[config.mk]
export PLATFORM = sky130hd
export DESIGN_NAME = eg_top
export DESIGN_NICKNAME = d
export VERILOG_FILES = /design/src/hdl/eg_pkg.sv /design/src/hdl/eg_delay.sv /design/src/hdl/eg_regs.sv /design/src/hdl/eg_rate.sv /design/src/hdl/eg_step.sv /design/src/hdl/eg_level.sv /design/src/hdl/eg_top.sv
export VERILOG_INCLUDE_DIRS = /design/src /design/src/hdl
export SDC_FILE = /design/constraint.sdc
export NUM_CORES = 1
export LEC_CHECK = 0
export BUFFER_PORTS_ARGS = -buffer_cell sky130_fd_sc_hd__buf_2
export CAP_MARGIN = 20
export CORE_MARGIN = 2
export CORE_UTILIZATION = 60
export CTS_CLUSTER_DIAMETER = 200
export DETAILED_ROUTE_END_ITERATION = 10
export PLACE_DENSITY = 0.77
export SETUP_SLACK_MARGIN = 0.02
export SLEW_MARGIN = 20
export SYNTH_ARGS = -nofsm -noshare
export SYNTH_HDL_FRONTEND = slang
export SYNTH_HIERARCHICAL = 1
export SYNTH_SLANG_ARGS = --single-unit
[constraint.sdc]
create_clock -name clk -period 6.06 [get_ports clk]
set_clock_uncertainty 0.1 [all_clocks]
set_input_delay 1.515 -clock clk [delete_from_list [all_inputs] [get_ports clk]]
set_output_delay 1.515 -clock clk [all_outputs]
set_load 0.01 [all_outputs]
[src/hdl/eg_consts.svh]
// envelope generator constants for slot count, widths and the host register map
`ifndef EG_CONSTS_SVH
`define EG_CONSTS_SVH

////////////////////////////////////////
// slot pipeline
`define EG_SLOTS    8        // operator slots served in turn
`define EG_SLOT_W   3        // slot index width
`define EG_PIPE     3        // register stages from issue to eg_out

////////////////////////////////////////
// attenuation and envelope counter
`define EG_LVL_W    10       // 0 is loudest
`define EG_LVL_MAX  10'h3ff  // full attenuation, also the idle level
`define EG_CNT_W    15       // global envelope counter

////////////////////////////////////////
// wishbone side, address = slot*4 + offset
`define EG_ADR_W    8
`define EG_DAT_W    16
`define EG_REG_RATE 2'd0     // ar, d1r
`define EG_REG_REL  2'd1     // d2r, rr, d1l
`define EG_REG_LVL  2'd2     // tl, ks, keycode
`define EG_REG_KEY  8'h20    // key on/off strobe, reads as zero

`endif

[src/hdl/eg_pkg.sv]
// envelope generator shared types: envelope phase and operator slot index
`include "eg_consts.svh"

package eg_pkg;

	// envelope phases
	// release doubles as the idle phase after reset
	typedef enum logic [1:0] {
		st_attack  = 2'd0,  // level falls towards 0
		st_decay1  = 2'd1,  // rises to the sustain level
		st_decay2  = 2'd2,  // sustain, slow rise
		st_release = 2'd3   // rises to full attenuation
	} eg_state_t;

	// operator slot index, wraps at EG_SLOTS-1
	typedef logic [`EG_SLOT_W-1:0] slot_t;

endpackage

[src/hdl/eg_delay.sv]
// fixed-depth shift register that carries slot data round to its next issue
`timescale 1ns/1ns

module eg_delay #(
	parameter type      payload_t = logic,
	parameter int       depth     = 1,
	parameter payload_t rst_val   = payload_t'(0)  // idle value of every entry
) (
	input  logic     clk,
	input  logic     rst,
	input  payload_t din,
	output payload_t dout
);

	payload_t sr [depth];  // sr[0] newest

	always_ff @(posedge clk) begin
		if (rst) begin
			for (int i = 0; i < depth; i++)
				sr[i] <= rst_val;
		end else begin
			sr[0] <= din;
			for (int i = 1; i < depth; i++)
				sr[i] <= sr[i-1];
		end
	end

	assign dout = sr[depth-1];  // din from depth cycles ago

endmodule

[src/hdl/eg_regs.sv]
// wishbone classic register file with per-slot envelope settings and pending key events
`timescale 1ns/1ns
`include "eg_consts.svh"

module eg_regs (
	input  logic                 clk,
	input  logic                 rst,
	input  logic                 wb_cyc,
	input  logic                 wb_stb,
	input  logic                 wb_we,
	input  logic [`EG_ADR_W-1:0] wb_adr,
	input  logic [`EG_DAT_W-1:0] wb_dat_w,
	input  eg_pkg::slot_t        slot,       // slot being issued
	input  logic                 key_taken,  // stage 1 consumed the flags
	output logic [`EG_DAT_W-1:0] wb_dat_r,
	output logic                 wb_ack,
	output logic [4:0]           ar,
	output logic [4:0]           d1r,
	output logic [4:0]           d2r,
	output logic [3:0]           rr,
	output logic [3:0]           d1l,
	output logic [6:0]           tl,
	output logic [1:0]           ks,
	output logic [4:0]           keycode,
	output logic                 key_on,
	output logic                 key_off
);

	logic [4:0] ar_mem  [`EG_SLOTS];
	logic [4:0] d1r_mem [`EG_SLOTS];
	logic [4:0] d2r_mem [`EG_SLOTS];
	logic [3:0] rr_mem  [`EG_SLOTS];
	logic [3:0] d1l_mem [`EG_SLOTS];
	logic [6:0] tl_mem  [`EG_SLOTS];
	logic [1:0] ks_mem  [`EG_SLOTS];
	logic [4:0] kc_mem  [`EG_SLOTS];
	logic [`EG_SLOTS-1:0] on_pend;    // key on waiting for its slot
	logic [`EG_SLOTS-1:0] off_pend;   // key off waiting for its slot
	logic                 wb_req;     // access seen, ack not yet given
	logic                 adr_cfg;    // address inside the slot window
	eg_pkg::slot_t        adr_slot;
	logic [1:0]           adr_off;
	eg_pkg::slot_t        key_slot;   // target of a key write
	logic [`EG_DAT_W-1:0] rd_mux;

	assign wb_req   = wb_cyc & wb_stb & ~wb_ack;  // ~ack forces the idle cycle
	assign adr_slot = wb_adr[`EG_SLOT_W+1:2];
	assign adr_off  = wb_adr[1:0];
	assign adr_cfg  = (wb_adr[`EG_ADR_W-1:`EG_SLOT_W+2] == '0);
	assign key_slot = wb_dat_w[`EG_SLOT_W-1:0];

	////////////////////////////////////////
	// configuration writes and ack
	always_ff @(posedge clk) begin
		if (rst) begin
			wb_ack <= 1'b0;
			for (int i = 0; i < `EG_SLOTS; i++) begin
				ar_mem[i]  <= '0;
				d1r_mem[i] <= '0;
				d2r_mem[i] <= '0;
				rr_mem[i]  <= '0;
				d1l_mem[i] <= '0;
				tl_mem[i]  <= '0;
				ks_mem[i]  <= '0;
				kc_mem[i]  <= '0;
			end
		end else begin
			wb_ack <= wb_req;  // single cycle, fixed latency
			if (wb_req && wb_we && adr_cfg) begin
				case (adr_off)
					`EG_REG_RATE: begin
						ar_mem[adr_slot]  <= wb_dat_w[4:0];
						d1r_mem[adr_slot] <= wb_dat_w[9:5];
					end
					`EG_REG_REL: begin
						d2r_mem[adr_slot] <= wb_dat_w[4:0];
						rr_mem[adr_slot]  <= wb_dat_w[8:5];
						d1l_mem[adr_slot] <= wb_dat_w[12:9];
					end
					`EG_REG_LVL: begin
						tl_mem[adr_slot] <= wb_dat_w[6:0];
						ks_mem[adr_slot] <= wb_dat_w[8:7];
						kc_mem[adr_slot] <= wb_dat_w[13:9];
					end
					default: ;  // offset 3 is a hole
				endcase
			end
		end
	end

	////////////////////////////////////////
	// pending key events
	always_ff @(posedge clk) begin
		if (rst) begin
			on_pend  <= '0;
			off_pend <= '0;
		end else begin
			if (key_taken) begin
				on_pend[slot]  <= 1'b0;
				off_pend[slot] <= 1'b0;
			end
			// host write comes last so a same-cycle event survives the clear
			if (wb_req && wb_we && (wb_adr == `EG_REG_KEY)) begin
				on_pend[key_slot]  <= wb_dat_w[8];
				off_pend[key_slot] <= ~wb_dat_w[8];  // on and off exclude each other
			end
		end
	end

	// read back, key register and holes give zero
	always_comb begin
		rd_mux = '0;
		if (adr_cfg) begin
			case (adr_off)
				`EG_REG_RATE: rd_mux = {6'd0, d1r_mem[adr_slot], ar_mem[adr_slot]};
				`EG_REG_REL:  rd_mux = {3'd0, d1l_mem[adr_slot], rr_mem[adr_slot],
				                        d2r_mem[adr_slot]};
				`EG_REG_LVL:  rd_mux = {2'd0, kc_mem[adr_slot], ks_mem[adr_slot],
				                        tl_mem[adr_slot]};
				default:      rd_mux = '0;
			endcase
		end
	end

	always_ff @(posedge clk) begin
		if (wb_req && !wb_we)
			wb_dat_r <= rd_mux;  // valid with ack
	end

	// fields of the slot being issued
	assign ar      = ar_mem[slot];
	assign d1r     = d1r_mem[slot];
	assign d2r     = d2r_mem[slot];
	assign rr      = rr_mem[slot];
	assign d1l     = d1l_mem[slot];
	assign tl      = tl_mem[slot];
	assign ks      = ks_mem[slot];
	assign keycode = kc_mem[slot];
	assign key_on  = on_pend[slot];
	assign key_off = off_pend[slot];

endmodule

[src/hdl/eg_rate.sv]
// envelope stage 1 with slot sequencer, key handling, phase changes and scaled rate
`timescale 1ns/1ns
`include "eg_consts.svh"

module eg_rate (
	input  logic                 clk,
	input  logic                 rst,
	input  eg_pkg::eg_state_t    state_in,   // recirculated phase of this slot
	input  logic [4:0]           ar,
	input  logic [4:0]           d1r,
	input  logic [4:0]           d2r,
	input  logic [3:0]           rr,
	input  logic [3:0]           d1l,
	input  logic [6:0]           tl,
	input  logic [1:0]           ks,
	input  logic [4:0]           keycode,
	input  logic                 key_on,
	input  logic                 key_off,
	input  logic [`EG_LVL_W-1:0] level_in,   // recirculated level of this slot
	output eg_pkg::slot_t        slot,       // issue index, drives the register decode
	output logic                 key_taken,
	output eg_pkg::eg_state_t    state_out,
	output logic [5:0]           rate,
	output logic [`EG_LVL_W-1:0] level_out,
	output logic [6:0]           tl_out,
	output logic                 attack_off  // instant attack on this key on
);

	eg_pkg::eg_state_t state_nxt;
	logic [4:0]        d1l_lvl;   // sustain threshold on level[9:5]
	logic [4:0]        base;
	logic [4:0]        ks_add;
	logic [6:0]        rate_sum;  // one spare bit for saturation
	logic [5:0]        rate_nxt;

	////////////////////////////////////////
	// slot sequencer
	always_ff @(posedge clk) begin
		if (rst)
			slot <= '0;
		else if (slot == eg_pkg::slot_t'(`EG_SLOTS - 1))
			slot <= '0;  // wrap
		else
			slot <= slot + 1'b1;
	end

	// flags are used the moment their slot is issued
	assign key_taken = key_on | key_off;

	////////////////////////////////////////
	// phase transitions
	always_comb begin
		d1l_lvl   = (d1l == 4'hf) ? 5'h10 : {1'b0, d1l};  // 15 means 16
		state_nxt = state_in;
		if (key_on) begin
			state_nxt = eg_pkg::st_attack;
		end else if (key_off) begin
			state_nxt = eg_pkg::st_release;
		end else begin
			case (state_in)
				eg_pkg::st_attack: begin
					if (level_in == '0)
						state_nxt = eg_pkg::st_decay1;  // peak reached
				end
				eg_pkg::st_decay1: begin
					if (level_in[`EG_LVL_W-1:5] >= d1l_lvl)
						state_nxt = eg_pkg::st_decay2;  // sustain level reached
				end
				default: state_nxt = state_in;  // decay2 and release hold
			endcase
		end
	end

	////////////////////////////////////////
	// effective rate
	always_comb begin
		case (state_nxt)
			eg_pkg::st_attack: base = ar;
			eg_pkg::st_decay1: base = d1r;
			eg_pkg::st_decay2: base = d2r;
			default:           base = {rr, 1'b1};  // release rate is rr*2+1
		endcase
		ks_add   = keycode >> (2'd3 - ks);  // key scaling
		rate_sum = {1'b0, base, 1'b0} + {2'b00, ks_add};
		if (base == 5'd0)
			rate_nxt = 6'd0;  // frozen
		else if (rate_sum[6])
			rate_nxt = 6'd63;
		else
			rate_nxt = rate_sum[5:0];
	end

	always_ff @(posedge clk) begin
		if (rst) begin
			state_out  <= eg_pkg::st_release;
			rate       <= '0;
			level_out  <= `EG_LVL_MAX;
			tl_out     <= '0;
			attack_off <= 1'b0;
		end else begin
			state_out  <= state_nxt;  // also feeds the state delay
			rate       <= rate_nxt;
			level_out  <= level_in;
			tl_out     <= tl;
			attack_off <= key_on & (ar == 5'h1f);
		end
	end

endmodule

[src/hdl/eg_step.sv]
// envelope stage 2 with round divider, global envelope counter and step decision
`timescale 1ns/1ns
`include "eg_consts.svh"

module eg_step (
	input  logic                 clk,
	input  logic                 rst,
	input  eg_pkg::slot_t        slot,        // issue index, one ahead of this stage
	input  eg_pkg::eg_state_t    state_in,
	input  logic [5:0]           rate,
	input  logic [`EG_LVL_W-1:0] level_in,
	input  logic [6:0]           tl_in,
	input  logic                 attack_off,
	output eg_pkg::slot_t        slot_out,
	output eg_pkg::eg_state_t    state_out,
	output logic [5:0]           rate_out,
	output logic                 step,
	output logic [`EG_LVL_W-1:0] level_out,
	output logic [6:0]           tl_out,
	output logic                 attack_off_out
);

	logic [1:0]           round_div;   // counts full slot rounds, 0..2
	logic [`EG_CNT_W-1:0] eg_cnt;
	logic                 tick_round;  // round that follows a counter tick
	logic [3:0]           grp;
	logic [3:0]           shift;       // counter bits that must be zero
	logic [`EG_CNT_W-1:0] mask;
	logic                 step_now;

	////////////////////////////////////////
	// envelope counter, one tick per three rounds
	always_ff @(posedge clk) begin
		if (rst) begin
			round_div  <= '0;
			eg_cnt     <= '0;
			tick_round <= 1'b0;
		end else if (slot == eg_pkg::slot_t'(`EG_SLOTS - 1)) begin
			if (round_div == 2'd2) begin
				round_div  <= '0;
				eg_cnt     <= eg_cnt + 1'b1;  // ticks on the cycle after the wrap
				tick_round <= 1'b1;
			end else begin
				round_div  <= round_div + 1'b1;
				tick_round <= 1'b0;
			end
		end
	end

	// each slot passes here once while tick_round is high
	always_comb begin
		grp      = (rate[5:2] > 4'd13) ? 4'd13 : rate[5:2];
		shift    = 4'd13 - grp;  // slow rates wait for more counter bits
		mask     = ~({`EG_CNT_W{1'b1}} << shift);
		step_now = tick_round && (rate != 6'd0) && ((eg_cnt & mask) == '0);
	end

	always_ff @(posedge clk) begin
		if (rst) begin
			slot_out       <= eg_pkg::slot_t'(`EG_SLOTS - 2);  // keeps the tag stream continuous
			state_out      <= eg_pkg::st_release;
			rate_out       <= '0;
			step           <= 1'b0;
			level_out      <= `EG_LVL_MAX;
			tl_out         <= '0;
			attack_off_out <= 1'b0;
		end else begin
			// slot input already points at the next issue
			if (slot == '0)
				slot_out <= eg_pkg::slot_t'(`EG_SLOTS - 1);
			else
				slot_out <= slot - 1'b1;
			state_out      <= state_in;
			rate_out       <= rate;
			step           <= step_now;
			level_out      <= level_in;
			tl_out         <= tl_in;
			attack_off_out <= attack_off;
		end
	end

endmodule

[src/hdl/eg_level.sv]
// envelope stage 3 with level update, total level add and output clamp
`timescale 1ns/1ns
`include "eg_consts.svh"

module eg_level (
	input  logic                 clk,
	input  logic                 rst,
	input  eg_pkg::slot_t        slot,
	input  eg_pkg::eg_state_t    state,
	input  logic [5:0]           rate,
	input  logic                 step,
	input  logic [`EG_LVL_W-1:0] level_in,
	input  logic [6:0]           tl,
	input  logic                 attack_off,
	output logic [`EG_LVL_W-1:0] level_next,  // into the level delay
	output eg_pkg::slot_t        eg_slot,
	output logic [`EG_LVL_W-1:0] eg_out
);

	logic [6:0]           att_dec;  // (level>>4)+1
	logic [`EG_LVL_W-1:0] att_lvl;
	logic [3:0]           dec_inc;
	logic [`EG_LVL_W:0]   dec_sum;  // carry marks overflow
	logic [`EG_LVL_W-1:0] dec_lvl;
	logic [`EG_LVL_W-1:0] lvl_new;
	logic [`EG_LVL_W:0]   out_sum;

	////////////////////////////////////////
	// attack, exponential approach to 0
	always_comb begin
		att_dec = {1'b0, level_in[`EG_LVL_W-1:4]} + 7'd1;
		if (level_in > {3'b000, att_dec})
			att_lvl = level_in - {3'b000, att_dec};
		else
			att_lvl = '0;  // floor at loudest
	end

	////////////////////////////////////////
	// decay and release, linear rise
	always_comb begin
		case (rate[5:2])
			4'd12:   dec_inc = 4'd2;
			4'd13:   dec_inc = 4'd4;
			4'd14,
			4'd15:   dec_inc = 4'd8;
			default: dec_inc = 4'd1;  // every rate below 48
		endcase
		dec_sum = {1'b0, level_in} + {7'd0, dec_inc};
		dec_lvl = dec_sum[`EG_LVL_W] ? `EG_LVL_MAX : dec_sum[`EG_LVL_W-1:0];
	end

	always_comb begin
		if (attack_off)
			lvl_new = '0;  // ar of 31 jumps straight to the peak
		else if (!step)
			lvl_new = level_in;
		else if (state == eg_pkg::st_attack)
			lvl_new = att_lvl;
		else
			lvl_new = dec_lvl;
		out_sum = {1'b0, lvl_new} + {1'b0, tl, 3'b000};  // tl in steps of 8
	end

	always_ff @(posedge clk) begin
		if (rst) begin
			level_next <= `EG_LVL_MAX;
			eg_slot    <= eg_pkg::slot_t'(`EG_SLOTS - 3);  // slot 0 shows up 3 cycles on
			eg_out     <= `EG_LVL_MAX;
		end else begin
			level_next <= lvl_new;
			eg_slot    <= slot;
			eg_out     <= out_sum[`EG_LVL_W] ? `EG_LVL_MAX : out_sum[`EG_LVL_W-1:0];
		end
	end

endmodule

[src/hdl/eg_top.sv]
// envelope generator top with register block, three stages and the recirculation delays
`timescale 1ns/1ns
`include "eg_consts.svh"

module eg_top (
	input  logic                 clk,
	input  logic                 rst,
	input  logic                 wb_cyc,
	input  logic                 wb_stb,
	input  logic                 wb_we,
	input  logic [`EG_ADR_W-1:0] wb_adr,
	input  logic [`EG_DAT_W-1:0] wb_dat_w,
	output logic [`EG_DAT_W-1:0] wb_dat_r,
	output logic                 wb_ack,
	output eg_pkg::slot_t        eg_slot,
	output logic [`EG_LVL_W-1:0] eg_out
);

	// register block to stage 1
	logic [4:0] ar, d1r, d2r, keycode;
	logic [3:0] rr, d1l;
	logic [6:0] tl;
	logic [1:0] ks;
	logic       key_on, key_off, key_taken;
	eg_pkg::slot_t issue_slot;

	// stage 1 to stage 2
	eg_pkg::eg_state_t    s1_state;
	logic [5:0]           s1_rate;
	logic [`EG_LVL_W-1:0] s1_level;
	logic [6:0]           s1_tl;
	logic                 s1_att_off;

	// stage 2 to stage 3
	eg_pkg::slot_t        s2_slot;
	eg_pkg::eg_state_t    s2_state;
	logic [5:0]           s2_rate;
	logic                 s2_step;
	logic [`EG_LVL_W-1:0] s2_level;
	logic [6:0]           s2_tl;
	logic                 s2_att_off;

	// recirculation
	logic [`EG_LVL_W-1:0] level_next, level_back;
	eg_pkg::eg_state_t    state_back;

	eg_regs regs_inst (
		.clk, .rst, .wb_cyc, .wb_stb, .wb_we, .wb_adr, .wb_dat_w,
		.slot (issue_slot), .key_taken, .wb_dat_r, .wb_ack,
		.ar, .d1r, .d2r, .rr, .d1l, .tl, .ks, .keycode, .key_on, .key_off
	);

	eg_rate rate_inst (
		.clk, .rst, .state_in (state_back),
		.ar, .d1r, .d2r, .rr, .d1l, .tl, .ks, .keycode, .key_on, .key_off,
		.level_in (level_back), .slot (issue_slot), .key_taken,
		.state_out (s1_state), .rate (s1_rate), .level_out (s1_level),
		.tl_out (s1_tl), .attack_off (s1_att_off)
	);

	eg_step step_inst (
		.clk, .rst, .slot (issue_slot), .state_in (s1_state), .rate (s1_rate),
		.level_in (s1_level), .tl_in (s1_tl), .attack_off (s1_att_off),
		.slot_out (s2_slot), .state_out (s2_state), .rate_out (s2_rate), .step (s2_step),
		.level_out (s2_level), .tl_out (s2_tl), .attack_off_out (s2_att_off)
	);

	eg_level level_inst (
		.clk, .rst, .slot (s2_slot), .state (s2_state), .rate (s2_rate), .step (s2_step),
		.level_in (s2_level), .tl (s2_tl), .attack_off (s2_att_off),
		.level_next, .eg_slot, .eg_out
	);

	////////////////////////////////////////
	// both loops close exactly EG_SLOTS cycles after issue
	eg_delay #(
		.payload_t (logic [`EG_LVL_W-1:0]),
		.depth     (`EG_SLOTS - `EG_PIPE),  // level leaves at t+3
		.rst_val   (`EG_LVL_MAX)
	) level_dly_inst (
		.clk, .rst, .din (level_next), .dout (level_back)
	);

	eg_delay #(
		.payload_t (eg_pkg::eg_state_t),
		.depth     (`EG_SLOTS - 1),  // phase leaves at t+1
		.rst_val   (eg_pkg::st_release)
	) state_dly_inst (
		.clk, .rst, .din (s1_state), .dout (state_back)
	);

endmodule

==> impl_metrics.toml <==
[sta]
slew_violations = 0
max_slew.worst_pin.slew_ns = 1.05
fmax_mhz = 190
setup_tns_ns = 0
period_share_pct = 86.9
period_needed_ns = 5.27
finalSetupViolCount = 0
hold_viol = 0
rsz0062_at_grt = "no"
maxSlewHeadroom_pct = 29.9

[worst_setup_path]
start_kind = "flip-flop"
crit_slowest_cell = "dfxtp_4"
cp.buffers_inverters = 1
critPathCaptureType = "flip-flop"
arrival_ns = 5.67
cp_top_family = "compound AO/OA/AOI/OAI gates"
criticalPathCategory = "reg2reg"
required_ns = 6.46
path_max_fanout = 29
crit_chain = "nor2b_2 -> a22oi_1 -> o221ai_1 -> nand4_1 -> and2_1 -> ha_1 -> nand2b_1 -> a31oi_2 -> o31ai_2 -> a221oi_2 -> a21oi_2 -> inv_1 -> fa_1 -> nor2b_1 -> o21ai_0 -> nor2b_1 -> mux2_4 -> a211oi_2"
crit_path_frequent_cell = "nor2b_1"
reg2reg_slack_ns = 0.79
max_stage_delay_ns = 0.62

[flow_run]
cap_violations = 0

[drt]
num_vias = 18068
via_per_inst = 6.59
first_pass_iters = 6
drt_drc_violations_left = 0
drtIter0Drc = 2375
antenna_left = 0
wl_per_cell_um = 25.9
drt_wl_total_um = 71100

[logic_synthesis]
avgSynthCellArea_um2 = 11.3
syn_area_um2 = 24700
syn-instance-count = 2187
yosys_warnings = 6

[die]
die_w_um = 207
rows = 74
design.die.area_um2 = 42900
core-area_um2 = 40700
die_y_um = 207
io_pins = 59
start_util_pct = 60.7

[cells_and_area]
fin_nets = 2239
fill_cells = 2974
syn_to_final_growth_pct = 9.03
drive_gt1_share_pct = 18.5
mostFrequentLayoutCell = "edfxtp_1"
final_cell_mix = "edfxtp_1 (310), and2_1 (305), dfxtp_1 (176)"
instances_no_fill = 2742

[grt]
antenna_found_initial = 3
grt_pass1_wl_um = 106000
grt_max_degree = 171
grt_pass1_vias = 17778
grt_overflow = 0
grtUsageTotal_pct = 32.7

[clock_tree]
cts-root-buf = "clkbuf_16"
hold_buffers = 0
ctsResizeCount = 0
htreeDepth = 2
clk_pin_slew_ns = 0.06
postCtsSetupRepairBufs = 0
clkLatencyLatePin_ns = 0.62
clockBufferDepth = 3
cts_num_sinks = 489
cts_buffers = 51
cts_tree = "yes"

[placed_design]
gp_congestion = 0.973
place_hpwl_um = 45600
port_buffers = 54
dp.cells = 2650

[power]
ir_drop_mv = 0.239
p_per_area_nw_per_um2 = 288
p_leak_nw = 9.93

[hold_path]
worst_hold_path_type = "reg2reg"

[run_status]
status = "finished clean"
==> area by class of cell <==
| type | count | area (µm²) | area share [%] |
|---|---|---|---|
| flip-flops and latches | 489 | 12900 | 47.8 |
| multi-input cells | 1493 | 10900 | 40.4 |
| clock buffers | 66 | 1450 | 5.36 |
| repair buffers | 106 | 691 | 2.56 |
| well taps | 532 | 666 | 2.47 |
| clock inverters | 25 | 260 | 0.965 |
| inverters | 30 | 113 | 0.418 |
| diodes | 1 | 2.50 | 0.00928 |
==> layer usage <==
metal | vias up | part of all wire, % | track usage (%) | wire length [µm]
met1 | 8638 | 37 | 42.4 | 26300
li1 | 7874 | - | - | -
met4 | 4 | 5.5 | 17.5 | 3920
met2 | 1263 | 45 | 50.3 | 31900
met5 | - | 0.035 | 0 | 25
met3 | 289 | 13 | 8.75 | 8920
==> flip-flops by register name (all words and copies together), names as in the netlist, 8 cells and up <==
register               flops
regs_inst/off_pend         8
regs_inst/wb_dat_r        14
regs_inst/d1l_mem         32
level_dly_inst/sr         50
regs_inst/kc_mem          40
regs_inst/ar_mem          40
regs_inst/tl_mem          56
regs_inst/d2r_mem         40
regs_inst/d1r_mem         40
step_inst/eg_cnt          15
regs_inst/ks_mem          16
regs_inst/rr_mem          32
level_inst/level_next     10
step_inst/level_out       10
state_dly_inst/sr         14
rate_inst/level_out       10
level_inst/eg_out         10
regs_inst/on_pend          8
==> worst reg2reg max path, stage by stage (launching register included) <==
cell      delay [ns]
dfxtp_4         0.62
nor2b_2         0.43
a22oi_1         0.16
o221ai_1        0.46
nand4_1         0.28
and2_1          0.24
ha_1            0.26
nand2b_1        0.11
a31oi_2         0.13
o31ai_2         0.54
a221oi_2        0.17
a21oi_2         0.34
inv_1           0.11
fa_1            0.45
nor2b_1         0.12
o21ai_0         0.10
nor2b_1         0.14
mux2_4          0.26
a211oi_2        0.18
==> power breakdown <==
group / internal [mW] / switching, mW / total, mW
clock: 1.89 / 1.29 / 3.18
sequential: 3.64 / 0.0863 / 3.73
combinational: 0.305 / 0.541 / 0.846
total: 5.84 / 1.92 / 7.76
==> through the flow <==
stage | hold WS [ns] | total power, mW | util [%] | setup WS [ns] | area (µm²)
3_5_place_dp | 0.288 | 4.61 | 62.0 | 0.952 | 25300
6_report | 0.299 | 7.76 | 66.2 | 0.794 | 27000
4_1_cts | 0.299 | 7.76 | 66.2 | 0.941 | 27000
5_1_grt | 0.314 | 7.97 | 66.2 | 0.532 | 27000
2_1_floorplan | 0.283 | 4.32 | - | 1.25 | 24700
3_3_place_gp | 0.285 | 4.58 | 62.0 | 1.02 | 25300
==> worst paths after layout <==
check / from / end / cells past startpoint
setup / recovery: rate_inst/slot[1]$_SDFF_PP0_ / rate_inst/rate[5]$_SDFF_PP0_ / 18
hold / removal: level_dly_inst/sr[0][12]$_SDFF_PP1_ / level_dly_inst/sr[0][22]$_SDFF_PP1_ / 1
hold reg to reg: level_dly_inst/sr[0][12]$_SDFF_PP1_ / level_dly_inst/sr[0][22]$_SDFF_PP1_ / 1
setup reg to reg: rate_inst/slot[1]$_SDFF_PP0_ / rate_inst/rate[5]$_SDFF_PP0_ / 18
(Power assumes the default switching activity.)
